--- src/pbus_defines.svh ---
// bus widths, address map and gpio sizes for the peripheral bus, include where needed
`ifndef PBUS_DEFINES_SVH
`define PBUS_DEFINES_SVH

////////////////////////////////////////////////////////////
// wishbone port
////////////////////////////////////////////////////////////

`define PBUS_DATA_WIDTH      32            // full word accesses only
`define PBUS_ADDR_WIDTH      12            // byte address

////////////////////////////////////////////////////////////
// address map
////////////////////////////////////////////////////////////

`define PBUS_SEL_MSB         11            // peripheral select field
`define PBUS_SEL_LSB         8
`define PBUS_REG_MSB         3             // register index in a peripheral
`define PBUS_REG_LSB         2             // word aligned

// returned with wb_err_o on a hole in the map
`define PBUS_UNMAPPED_DATA   32'hdeadbeef

////////////////////////////////////////////////////////////
// gpio and interrupts
////////////////////////////////////////////////////////////

`define PBUS_GPIO_OUT_WIDTH  8             // output pins
`define PBUS_GPIO_IN_WIDTH   8             // input pins
`define PBUS_NUM_IRQ         3             // gpio, tim0, tim1

`endif
--- src/pbus_pkg.sv ---
// shared types and register encodings of the peripheral bus, referenced as pbus_pkg::name
`include "pbus_defines.svh"

package pbus_pkg;

    ////////////////////////////////////////////////////////////
    // bus words
    ////////////////////////////////////////////////////////////

    typedef logic [`PBUS_DATA_WIDTH-1:0]              pbus_data_t;  // one data word
    typedef logic [`PBUS_ADDR_WIDTH-1:0]              pbus_addr_t;  // byte address
    typedef logic [`PBUS_REG_MSB-`PBUS_REG_LSB:0]     reg_idx_t;    // register in a peripheral

    // select field, values 3..15 fall in the unmapped hole
    typedef enum logic [`PBUS_SEL_MSB-`PBUS_SEL_LSB:0] {
        PERIPH_GPIO = 4'd0,
        PERIPH_TIM0 = 4'd1,
        PERIPH_TIM1 = 4'd2
    } periph_sel_e;

    ////////////////////////////////////////////////////////////
    // register maps
    ////////////////////////////////////////////////////////////

    typedef enum logic [1:0] {
        TIM_CTRL   = 2'd0,    // enable, auto-reload, irq enable
        TIM_LOAD   = 2'd1,    // reload value
        TIM_COUNT  = 2'd2,    // current count, read only
        TIM_STATUS = 2'd3     // pending, write one to clear
    } timer_reg_e;

    typedef enum logic [1:0] {
        GPIO_OUT    = 2'd0,   // pin drive
        GPIO_IN     = 2'd1,   // synchronised pins, read only
        GPIO_IRQ_EN = 2'd2,   // per bit mask
        GPIO_STATUS = 2'd3    // per bit pending, w1c
    } gpio_reg_e;

    // bit positions of the timer control register
    localparam int unsigned TIM_CTRL_EN_BIT     = 0;
    localparam int unsigned TIM_CTRL_RELOAD_BIT = 1;
    localparam int unsigned TIM_CTRL_IRQ_EN_BIT = 2;

    ////////////////////////////////////////////////////////////
    // interrupts
    ////////////////////////////////////////////////////////////

    typedef enum logic [1:0] {
        IRQ_GPIO = 2'd0,
        IRQ_TIM0 = 2'd1,
        IRQ_TIM1 = 2'd2
    } irq_idx_e;

    typedef logic [`PBUS_NUM_IRQ-1:0] irq_vec_t;

endpackage : pbus_pkg

--- src/pbus_reg_if.sv ---
// register access channel from the bus decoder to one peripheral, one instance per slave
`timescale 1ns/10ps

interface pbus_reg_if;

    logic                 req;     // one cycle per access
    logic                 we;      // write when set with req
    pbus_pkg::reg_idx_t   idx;     // register index
    pbus_pkg::pbus_data_t wdata;   // write data
    pbus_pkg::pbus_data_t rdata;   // comb from idx, same cycle

    // decoder side
    modport ctrl (
        output req,
        output we,
        output idx,
        output wdata,
        input  rdata
    );

    // peripheral side
    modport periph (
        input  req,
        input  we,
        input  idx,
        input  wdata,
        output rdata
    );

endinterface : pbus_reg_if

--- src/peripheral_bus.sv ---
// top of the peripheral bus, wishbone slave port in front of gpio and two timers
`timescale 1ns/10ps
`include "pbus_defines.svh"

module peripheral_bus (
    input  logic                            pbus_clock_i,
    input  logic                            reset_i,

    // wishbone classic slave
    input  logic                            wb_cyc_i,
    input  logic                            wb_stb_i,
    input  logic                            wb_we_i,
    input  pbus_pkg::pbus_addr_t            wb_adr_i,
    input  pbus_pkg::pbus_data_t            wb_dat_i,
    output pbus_pkg::pbus_data_t            wb_dat_o,
    output logic                            wb_ack_o,
    output logic                            wb_err_o,

    // pins
    input  logic [`PBUS_GPIO_IN_WIDTH-1:0]  gpio_in_i,
    output logic [`PBUS_GPIO_OUT_WIDTH-1:0] gpio_out_o,
    output pbus_pkg::irq_vec_t              int_o
);

    ////////////////////////////////////////////////////////////
    // register channels and interrupt sources
    ////////////////////////////////////////////////////////////

    pbus_reg_if gpio_bus ();
    pbus_reg_if tim0_bus ();
    pbus_reg_if tim1_bus ();

    logic gpio_irq;
    logic tim0_irq;
    logic tim1_irq;

    ////////////////////////////////////////////////////////////
    // blocks
    ////////////////////////////////////////////////////////////

    pbus_decoder decoder_u (
        .pbus_clock_i ( pbus_clock_i ),
        .reset_i      ( reset_i      ),
        .wb_cyc_i     ( wb_cyc_i     ),
        .wb_stb_i     ( wb_stb_i     ),
        .wb_we_i      ( wb_we_i      ),
        .wb_adr_i     ( wb_adr_i     ),
        .wb_dat_i     ( wb_dat_i     ),
        .wb_dat_o     ( wb_dat_o     ),
        .wb_ack_o     ( wb_ack_o     ),
        .wb_err_o     ( wb_err_o     ),
        .gpio_o       ( gpio_bus     ),
        .tim0_o       ( tim0_bus     ),
        .tim1_o       ( tim1_bus     )
    );

    pbus_gpio gpio_u (
        .pbus_clock_i ( pbus_clock_i ),
        .reset_i      ( reset_i      ),
        .bus_i        ( gpio_bus     ),
        .gpio_in_i    ( gpio_in_i    ),
        .gpio_out_o   ( gpio_out_o   ),
        .irq_o        ( gpio_irq     )
    );

    pbus_timer tim0_u (
        .pbus_clock_i ( pbus_clock_i ),
        .reset_i      ( reset_i      ),
        .bus_i        ( tim0_bus     ),
        .irq_o        ( tim0_irq     )
    );

    pbus_timer tim1_u (
        .pbus_clock_i ( pbus_clock_i ),
        .reset_i      ( reset_i      ),
        .bus_i        ( tim1_bus     ),
        .irq_o        ( tim1_irq     )
    );

    // fixed positions in the interrupt vector
    always_comb begin
        int_o                     = '0;
        int_o[pbus_pkg::IRQ_GPIO] = gpio_irq;
        int_o[pbus_pkg::IRQ_TIM0] = tim0_irq;
        int_o[pbus_pkg::IRQ_TIM1] = tim1_irq;
    end

endmodule : peripheral_bus

--- src/pbus_gpio.sv ---
// gpio block with output register, synchronised inputs and change interrupt
`timescale 1ns/10ps
`include "pbus_defines.svh"

module pbus_gpio (
    input  logic                            pbus_clock_i,
    input  logic                            reset_i,
    pbus_reg_if.periph                      bus_i,        // register channel
    input  logic [`PBUS_GPIO_IN_WIDTH-1:0]  gpio_in_i,    // async pins
    output logic [`PBUS_GPIO_OUT_WIDTH-1:0] gpio_out_o,   // driven pins
    output logic                            irq_o         // any enabled change
);

    localparam int unsigned IN_W  = `PBUS_GPIO_IN_WIDTH;
    localparam int unsigned OUT_W = `PBUS_GPIO_OUT_WIDTH;

    logic [OUT_W-1:0]     out_q;      // pin drive
    logic [IN_W-1:0]      meta_q;     // first sync stage
    logic [IN_W-1:0]      sync_q;     // GPIO_IN value
    logic [IN_W-1:0]      prev_q;     // last sync value
    logic [IN_W-1:0]      irq_en_q;   // per bit mask
    logic [IN_W-1:0]      pending_q;  // per bit change flag
    logic [IN_W-1:0]      change;     // edge on sync value
    logic [IN_W-1:0]      clr_mask;   // w1c bits this cycle
    logic                 wr_en;
    pbus_pkg::gpio_reg_e  reg_sel;
    pbus_pkg::pbus_data_t rdata;

    assign reg_sel  = pbus_pkg::gpio_reg_e'(bus_i.idx);
    assign wr_en    = bus_i.req & bus_i.we;
    assign change   = sync_q ^ prev_q;
    assign clr_mask = (wr_en && reg_sel == pbus_pkg::GPIO_STATUS) ? bus_i.wdata[IN_W-1:0] : '0;

    ////////////////////////////////////////////////////////////
    // input path
    ////////////////////////////////////////////////////////////

    always_ff @(posedge pbus_clock_i) begin
        if (reset_i) begin
            meta_q    <= '0;
            sync_q    <= '0;
            prev_q    <= '0;
            pending_q <= '0;
        end else begin
            meta_q    <= gpio_in_i;     // two flop sync
            sync_q    <= meta_q;
            prev_q    <= sync_q;        // change reference
            pending_q <= (pending_q & ~clr_mask) | change;  // set wins
        end
    end

    ////////////////////////////////////////////////////////////
    // writable registers
    ////////////////////////////////////////////////////////////

    always_ff @(posedge pbus_clock_i) begin
        if (reset_i) begin
            out_q    <= '0;
            irq_en_q <= '0;
        end else if (wr_en) begin
            case (reg_sel)
                pbus_pkg::GPIO_OUT:    out_q    <= bus_i.wdata[OUT_W-1:0];
                pbus_pkg::GPIO_IRQ_EN: irq_en_q <= bus_i.wdata[IN_W-1:0];
                default: ;                          // in ro, status w1c
            endcase
        end
    end

    always_comb begin
        rdata = '0;
        case (reg_sel)
            pbus_pkg::GPIO_OUT:    rdata[OUT_W-1:0] = out_q;
            pbus_pkg::GPIO_IN:     rdata[IN_W-1:0]  = sync_q;
            pbus_pkg::GPIO_IRQ_EN: rdata[IN_W-1:0]  = irq_en_q;
            pbus_pkg::GPIO_STATUS: rdata[IN_W-1:0]  = pending_q;
            default:               rdata = '0;
        endcase
    end

    assign bus_i.rdata = rdata;
    assign gpio_out_o  = out_q;
    assign irq_o       = |(pending_q & irq_en_q);

    // every newly set pending bit traces back to a sync edge one cycle before
    assert property (@(posedge pbus_clock_i) disable iff (reset_i)
        (pending_q & ~$past(pending_q) & ~$past(sync_q ^ prev_q)) == '0);

endmodule : pbus_gpio

--- src/pbus_timer.sv ---
// down-counting timer with load, auto-reload and interrupt, instantiated once per timer
`timescale 1ns/10ps

module pbus_timer (
    input  logic        pbus_clock_i,
    input  logic        reset_i,
    pbus_reg_if.periph  bus_i,         // register channel from the decoder
    output logic        irq_o          // pending and enabled
);

    localparam int unsigned EN_BIT     = pbus_pkg::TIM_CTRL_EN_BIT;
    localparam int unsigned RELOAD_BIT = pbus_pkg::TIM_CTRL_RELOAD_BIT;
    localparam int unsigned IRQ_EN_BIT = pbus_pkg::TIM_CTRL_IRQ_EN_BIT;
    localparam int unsigned CTRL_WIDTH = IRQ_EN_BIT + 1;

    logic [CTRL_WIDTH-1:0]  ctrl_q;    // en, reload, irq en
    pbus_pkg::pbus_data_t   load_q;    // reload value
    pbus_pkg::pbus_data_t   count_q;   // running count
    logic                   pending_q; // expiry seen
    logic                   wr_en;     // bus write this cycle
    logic                   expire;    // count hits zero while running
    pbus_pkg::timer_reg_e   reg_sel;   // addressed register
    pbus_pkg::pbus_data_t   rdata;     // read mux

    assign reg_sel = pbus_pkg::timer_reg_e'(bus_i.idx);
    assign wr_en   = bus_i.req & bus_i.we;
    assign expire  = ctrl_q[EN_BIT] && (count_q == '0);

    ////////////////////////////////////////////////////////////
    // counter and control
    ////////////////////////////////////////////////////////////

    always_ff @(posedge pbus_clock_i) begin
        if (reset_i) begin
            ctrl_q  <= '0;
            load_q  <= '0;
            count_q <= '0;
        end else begin
            if (expire) begin
                if (ctrl_q[RELOAD_BIT]) begin
                    count_q <= load_q;          // periodic mode
                end else begin
                    ctrl_q[EN_BIT] <= 1'b0;     // one shot, stop
                end
            end else if (ctrl_q[EN_BIT]) begin
                count_q <= count_q - 1'b1;
            end
            // bus writes override the count step
            if (wr_en) begin
                case (reg_sel)
                    pbus_pkg::TIM_CTRL: begin
                        ctrl_q <= bus_i.wdata[CTRL_WIDTH-1:0];
                        if (bus_i.wdata[EN_BIT]) begin
                            count_q <= load_q;  // start from load
                        end
                    end
                    pbus_pkg::TIM_LOAD: begin
                        load_q <= bus_i.wdata;
                        if (ctrl_q[EN_BIT]) begin
                            count_q <= bus_i.wdata;  // restart period
                        end
                    end
                    default: ;                  // count ro, status below
                endcase
            end
        end
    end

    // pending, a new expiry wins over the clear
    always_ff @(posedge pbus_clock_i) begin
        if (reset_i) begin
            pending_q <= 1'b0;
        end else if (expire) begin
            pending_q <= 1'b1;
        end else if (wr_en && reg_sel == pbus_pkg::TIM_STATUS && bus_i.wdata[0]) begin
            pending_q <= 1'b0;
        end
    end

    ////////////////////////////////////////////////////////////
    // read back and interrupt
    ////////////////////////////////////////////////////////////

    always_comb begin
        rdata = '0;
        case (reg_sel)
            pbus_pkg::TIM_CTRL:   rdata[CTRL_WIDTH-1:0] = ctrl_q;
            pbus_pkg::TIM_LOAD:   rdata = load_q;
            pbus_pkg::TIM_COUNT:  rdata = count_q;
            pbus_pkg::TIM_STATUS: rdata[0] = pending_q;
            default:              rdata = '0;
        endcase
    end

    assign bus_i.rdata = rdata;
    assign irq_o       = pending_q & ctrl_q[IRQ_EN_BIT];

    // count stays inside the loaded period while running
    assert property (@(posedge pbus_clock_i) disable iff (reset_i)
        ctrl_q[EN_BIT] |-> (count_q <= load_q));

endmodule : pbus_timer

--- src/pbus_decoder.sv ---
// wishbone classic slave that decodes the address and routes each access to one peripheral
`timescale 1ns/10ps
`include "pbus_defines.svh"

module pbus_decoder (
    input  logic                 pbus_clock_i,
    input  logic                 reset_i,

    // wishbone classic slave
    input  logic                 wb_cyc_i,
    input  logic                 wb_stb_i,
    input  logic                 wb_we_i,
    input  pbus_pkg::pbus_addr_t wb_adr_i,
    input  pbus_pkg::pbus_data_t wb_dat_i,
    output pbus_pkg::pbus_data_t wb_dat_o,
    output logic                 wb_ack_o,
    output logic                 wb_err_o,

    // register channels
    pbus_reg_if.ctrl             gpio_o,
    pbus_reg_if.ctrl             tim0_o,
    pbus_reg_if.ctrl             tim1_o
);

    ////////////////////////////////////////////////////////////
    // address decode
    ////////////////////////////////////////////////////////////

    logic                  access;     // new request this cycle
    logic                  mapped;     // select hits a peripheral
    pbus_pkg::periph_sel_e sel;        // decoded select field
    pbus_pkg::reg_idx_t    idx;        // register index field
    pbus_pkg::pbus_data_t  rdata_mux;  // selected read data

    // open request masked while a response is on the bus
    assign access = wb_cyc_i & wb_stb_i & ~wb_ack_o & ~wb_err_o;

    assign sel = pbus_pkg::periph_sel_e'(wb_adr_i[`PBUS_SEL_MSB:`PBUS_SEL_LSB]);
    assign idx = wb_adr_i[`PBUS_REG_MSB:`PBUS_REG_LSB];   // word index

    // only the selected slave sees req
    assign gpio_o.req = access & (sel == pbus_pkg::PERIPH_GPIO);
    assign tim0_o.req = access & (sel == pbus_pkg::PERIPH_TIM0);
    assign tim1_o.req = access & (sel == pbus_pkg::PERIPH_TIM1);

    // shared request fields qualified by req in each slave
    assign gpio_o.we    = wb_we_i;
    assign gpio_o.idx   = idx;
    assign gpio_o.wdata = wb_dat_i;
    assign tim0_o.we    = wb_we_i;
    assign tim0_o.idx   = idx;
    assign tim0_o.wdata = wb_dat_i;
    assign tim1_o.we    = wb_we_i;
    assign tim1_o.idx   = idx;
    assign tim1_o.wdata = wb_dat_i;

    ////////////////////////////////////////////////////////////
    // read mux and response
    ////////////////////////////////////////////////////////////

    always_comb begin
        mapped    = 1'b1;
        rdata_mux = '0;
        case (sel)
            pbus_pkg::PERIPH_GPIO: rdata_mux = gpio_o.rdata;
            pbus_pkg::PERIPH_TIM0: rdata_mux = tim0_o.rdata;
            pbus_pkg::PERIPH_TIM1: rdata_mux = tim1_o.rdata;
            default:               mapped    = 1'b0;    // hole in the map
        endcase
    end

    // single cycle response
    always_ff @(posedge pbus_clock_i) begin
        if (reset_i) begin
            wb_ack_o <= 1'b0;
            wb_err_o <= 1'b0;
        end else begin
            wb_ack_o <= access & mapped;
            wb_err_o <= access & ~mapped;
        end
    end

    // data word captured with the response
    always_ff @(posedge pbus_clock_i) begin
        if (reset_i) begin
            wb_dat_o <= '0;
        end else if (access) begin
            wb_dat_o <= mapped ? rdata_mux : `PBUS_UNMAPPED_DATA;
        end
    end

    ////////////////////////////////////////////////////////////
    // checks
    ////////////////////////////////////////////////////////////

    // ack and err are exclusive
    assert property (@(posedge pbus_clock_i) disable iff (reset_i)
        !(wb_ack_o && wb_err_o));

    // a response only answers a request held in the cycle before
    assert property (@(posedge pbus_clock_i) disable iff (reset_i)
        (wb_ack_o || wb_err_o) |-> $past(wb_cyc_i && wb_stb_i));

endmodule : pbus_decoder

--- config.mk ---
export PLATFORM = sky130hd
export DESIGN_NAME = peripheral_bus
export DESIGN_NICKNAME = d
export VERILOG_FILES = /design/src/pbus_pkg.sv /design/src/pbus_reg_if.sv /design/src/peripheral_bus.sv /design/src/pbus_gpio.sv /design/src/pbus_timer.sv /design/src/pbus_decoder.sv
export VERILOG_INCLUDE_DIRS = /design/src
export SDC_FILE = /design/constraint.sdc
export NUM_CORES = 1
export LEC_CHECK = 0
export ABC_AREA = 1
export BUFFER_PORTS_ARGS = -buffer_cell sky130_fd_sc_hd__buf_2
export CORE_ASPECT_RATIO = 2
export CORE_UTILIZATION = 56
export DETAILED_ROUTE_END_ITERATION = 10
export GPL_TIMING_DRIVEN = 0
export PLACE_DENSITY_LB_ADDON = 0.1
export SETUP_SLACK_MARGIN = 0.02
export SLEW_MARGIN = 20
export SYNTH_ARGS = -nofsm -noshare
export SYNTH_HDL_FRONTEND = slang
export SYNTH_HIERARCHICAL = 1
export SYNTH_SLANG_ARGS = --single-unit
--- constraint.sdc ---
create_clock -name pbus_clock_i -period 1.8 [get_ports pbus_clock_i]
set_input_delay 0.09 -clock pbus_clock_i [delete_from_list [all_inputs] [get_ports pbus_clock_i]]
set_output_delay 0.09 -clock pbus_clock_i [all_outputs]
set_load 0.005 [all_outputs]
==> metrics.md, run 1 <==
| Metric | Value |
|---|---|
| Stopping stage | 5_1_grt |
| Initial core utilization | 57.1% |
| Stop err | [ERROR GRT-0232] Routing congestion too high. Check the congestion heatmap in the GUI. |
| GR repair worst EP | tim1_u/count_q[10]$_SDFF_PP0_/D |
| Core Rows | 87 |
| Yosys Warn Count | 6 |
| Largest net degree at the start of global routing | 16 |
| Synth Instances | 2693 |
| HPWL Detailed | 53.2 mm |
| Synthesized cell area | 16100 um2 |
| Worst EP kind | register input |
| Syn avg cell area | 5.98 um2 |
| Placed Cells | 3131 |
| DIE WIDTH | 122 um |
| Total grt overflow | 9 |
| Status | aborted with a tool error |
| CTS Buf Count | 23 |
| Root Driver | clkbuf_16 |
| Port bufs | 59 |
| Final GP Congestion | 1.26 |
| Die height | 242 um |
| Clock Tree Buf Depth | 3 |
| I/O pin count | 102 |
| H-tree Lvls | 1 |
| Overall Global Routing Usage | 61.5% |
## through the flow
stage / cell area [um2] / worst slack [ps]
CTS: 20600 / -218
global placement: 17000 / -728
detailed placement: 17000 / -789
floorplan: 16300 / 33.1
## repair_timing
item,in CTS
buffers inserted,82
gates resized for setup,402
gates cloned,12
hold buffers,43
pin swaps,115
endpoints found under the hold margin,131
endpoints found under the setup margin,151
## layer usage
| metal | GRT overflow | track usage (%) |
|---|---|---|
| met5 | 0 | 2.60 |
| met4 | 4 | 66.7 |
| met3 | 1 | 33.1 |
| met2 | 4 | 87.9 |
| met1 | 0 | 58.7 |
==> run 2, diff against run 1 <==
Settings changed: CORE_ASPECT_RATIO 2 to not set, CORE_UTILIZATION 56 to 40, PLACE_DENSITY_LB_ADDON 0.1 to 0.15, SETUP_SLACK_MARGIN 0.02 to not set.
Clock period 1.8 ns to 2.34 ns, I/O delays scaled along.
==> run 2 against run 1 <==
- the run now ends clean
- synthesized cell count unchanged
- area after synthesis unchanged
==> metrics.md, run 2 <==
| Metric | Value |
|---|---|
| Status | complete, no violations |
| I/O pin count | 102 |
| CP Data Required Time | 2770 ps |
| Clk_skew | 13.2 ps |
| Yosys Warn Count | 6 |
| Port bufs | 59 |
| Final core utilization | 47.4% |
| Core Rows | 73 |
| Max FO, Critical Path | 10 |
| Final #Nets | 2924 |
| Cells on worst reg2reg path | 13 |
| Overall Global Routing Usage | 32.7% |
| H-tree Lvls | 1 |
| CP Class | reg -> reg |
| DR WL/cell | 20.1 um |
| Final worst path period need | 2200 ps |
| Max Cap Viol | 0 |
| Detail Route Antenna Nets | 0 |
| Total grt overflow | 0 |
| Leak | 8.37 nW |
| Syn avg cell area | 5.98 um2 |
| Setup TNS Final | 0 ps |
| RSZ-0062 raised after global routing | no |
| Synth Instances | 2693 |
| Synthesized cell area | 16100 um2 |
| Clock sink count | 218 |
| Hold WS | 10.4 ps |
| Remaining DRCs | 0 |
| Startpoint types | register |
| HPWL Detailed | 53.4 mm |
| Antenna violations before repair | 1 |
| Hold Path Class | in -> reg |
| Period utilization | 93.8% |
| Largest net degree at the start of global routing | 16 |
| Via count | 18100 |
| Area Overhead vs Synth | 16.9% |
| Detailed-route wire length | 68.5 mm |
| Vias in the first global route | 17100 |
| CTS Buf Count | 29 |
| Fin. max-slew vios | 0 |
| Power Total | 10.0 mW |
| Worst-margin pin slew | 879 ps |
| CTS tree | yes |
| Worst Path Arrival | 2620 ps |
| Pwr dens | 531 nW/um2 |
| DIE WIDTH | 203 um |
| Critical Path End Type | register |
| Final GP Congestion | 0.995 |
| Worst VDD drop | 678 uV |
| Final setup viols | 0 |
| Die area | 41100 um2 |
| Clk Latency, worst-skew pair | 580 ps |
| Final hold vios | 0 |
| Clock Tree Buf Depth | 3 |
| Starting DRT DRC Count | 1685 |
| Most frequent cells in the layout | nand2_1, a21oi_1, nor2_1, dfxtp_1, inv_1 |
| Placeable core region | 39700 um2 |
| Vias per cell | 5.32 |
| Most common library cell in the layout ignoring fill and taps | nand2_1 |
| Clock Pin Slew Worst Setup and Hold Paths | 60 ps |
| First-pass GRT wire length | 103 mm |
| Root Driver | clkbuf_16 |
| Fmax | 0.456 GHz |
| WHS Path Cells | 5 |
| Die height | 203 um |
| Slew Limit Headroom | 41.4% |
| Initial core utilization | 40.5% |
| Router iterations before antenna repair | 8 |
| Ratio of cells with drive above 1 in the final layout | 14.6% |
run 2: metal layers:
layer	global-route usage, %	vias up	part of all wire [%]
li1	-	8827	-
met4	16.2	0	5.0
met1	41.7	8208	41
met5	0	-	0
met2	54.2	873	46
met3	4.33	182	8.3
run 2: final timing paths:
kind,from,endpoint,slack (ps)
setup / recovery,tim1_u/count_q[20],tim1_u/count_q[27],140
hold / removal,wb_cyc_i,decoder_u/wb_dat_o[15],10
setup reg to reg,tim1_u/count_q[20],tim1_u/count_q[27],140
hold reg to reg,gpio_u/meta_q[1],gpio_u/sync_q[1],400
run 2: stage by stage:
step / setup slack, ps / cells / area (um2)
after global routing: 4.60 / 3401 / 18800
final: 145 / 3403 / 18800
after global placement: -705 / 3300 / 17100
after detailed placement: -682 / 3300 / 17100
after CTS: 22.6 / 3396 / 18700
after floorplan: 314 / 2716 / 16200
run 2: what timing repair did:
item,CTS,global route
setup endpoints to repair,130,101
endpoints found under the hold margin,136,0
hold buffers,41,0
gates resized for setup,39,21
buffers inserted,1,6
pin swaps,1,4
run 2: final cells by class:
class | instances | area [um2]
Sequential cell | 218 | 4360
Inverter | 253 | 970
Timing Repair Buffer | 107 | 758
Fill cell | 4334 | 20900
Buffer | 247 | 1520
Multi-Input combinational cell | 1997 | 9450
Clock inverter | 19 | 297
Tap cell | 525 | 657
Clock buffer | 35 | 798
Antenna cell | 2 | 5.00
run 2: critical path, stage by stage, from the launching register on:
cell	delay, ps
dfxtp_1	400
nor2_1	170
nand2_1	140
nor2_2	170
nand3_1	150
nor2_1	160
nand2_2	140
buf_4	230
nand3_1	140
nand3_1	90
nand2_1	90
nand2_1	50
nand2_1	50
a21oi_1	60
run 2: where the power goes:
group,internal (mW),switching [mW]
Combinational,0.388,0.684
Sequential,3.78,0.0581
Clock,3.21,1.88
No activity file was read; power rests on OpenSTA's default activity.
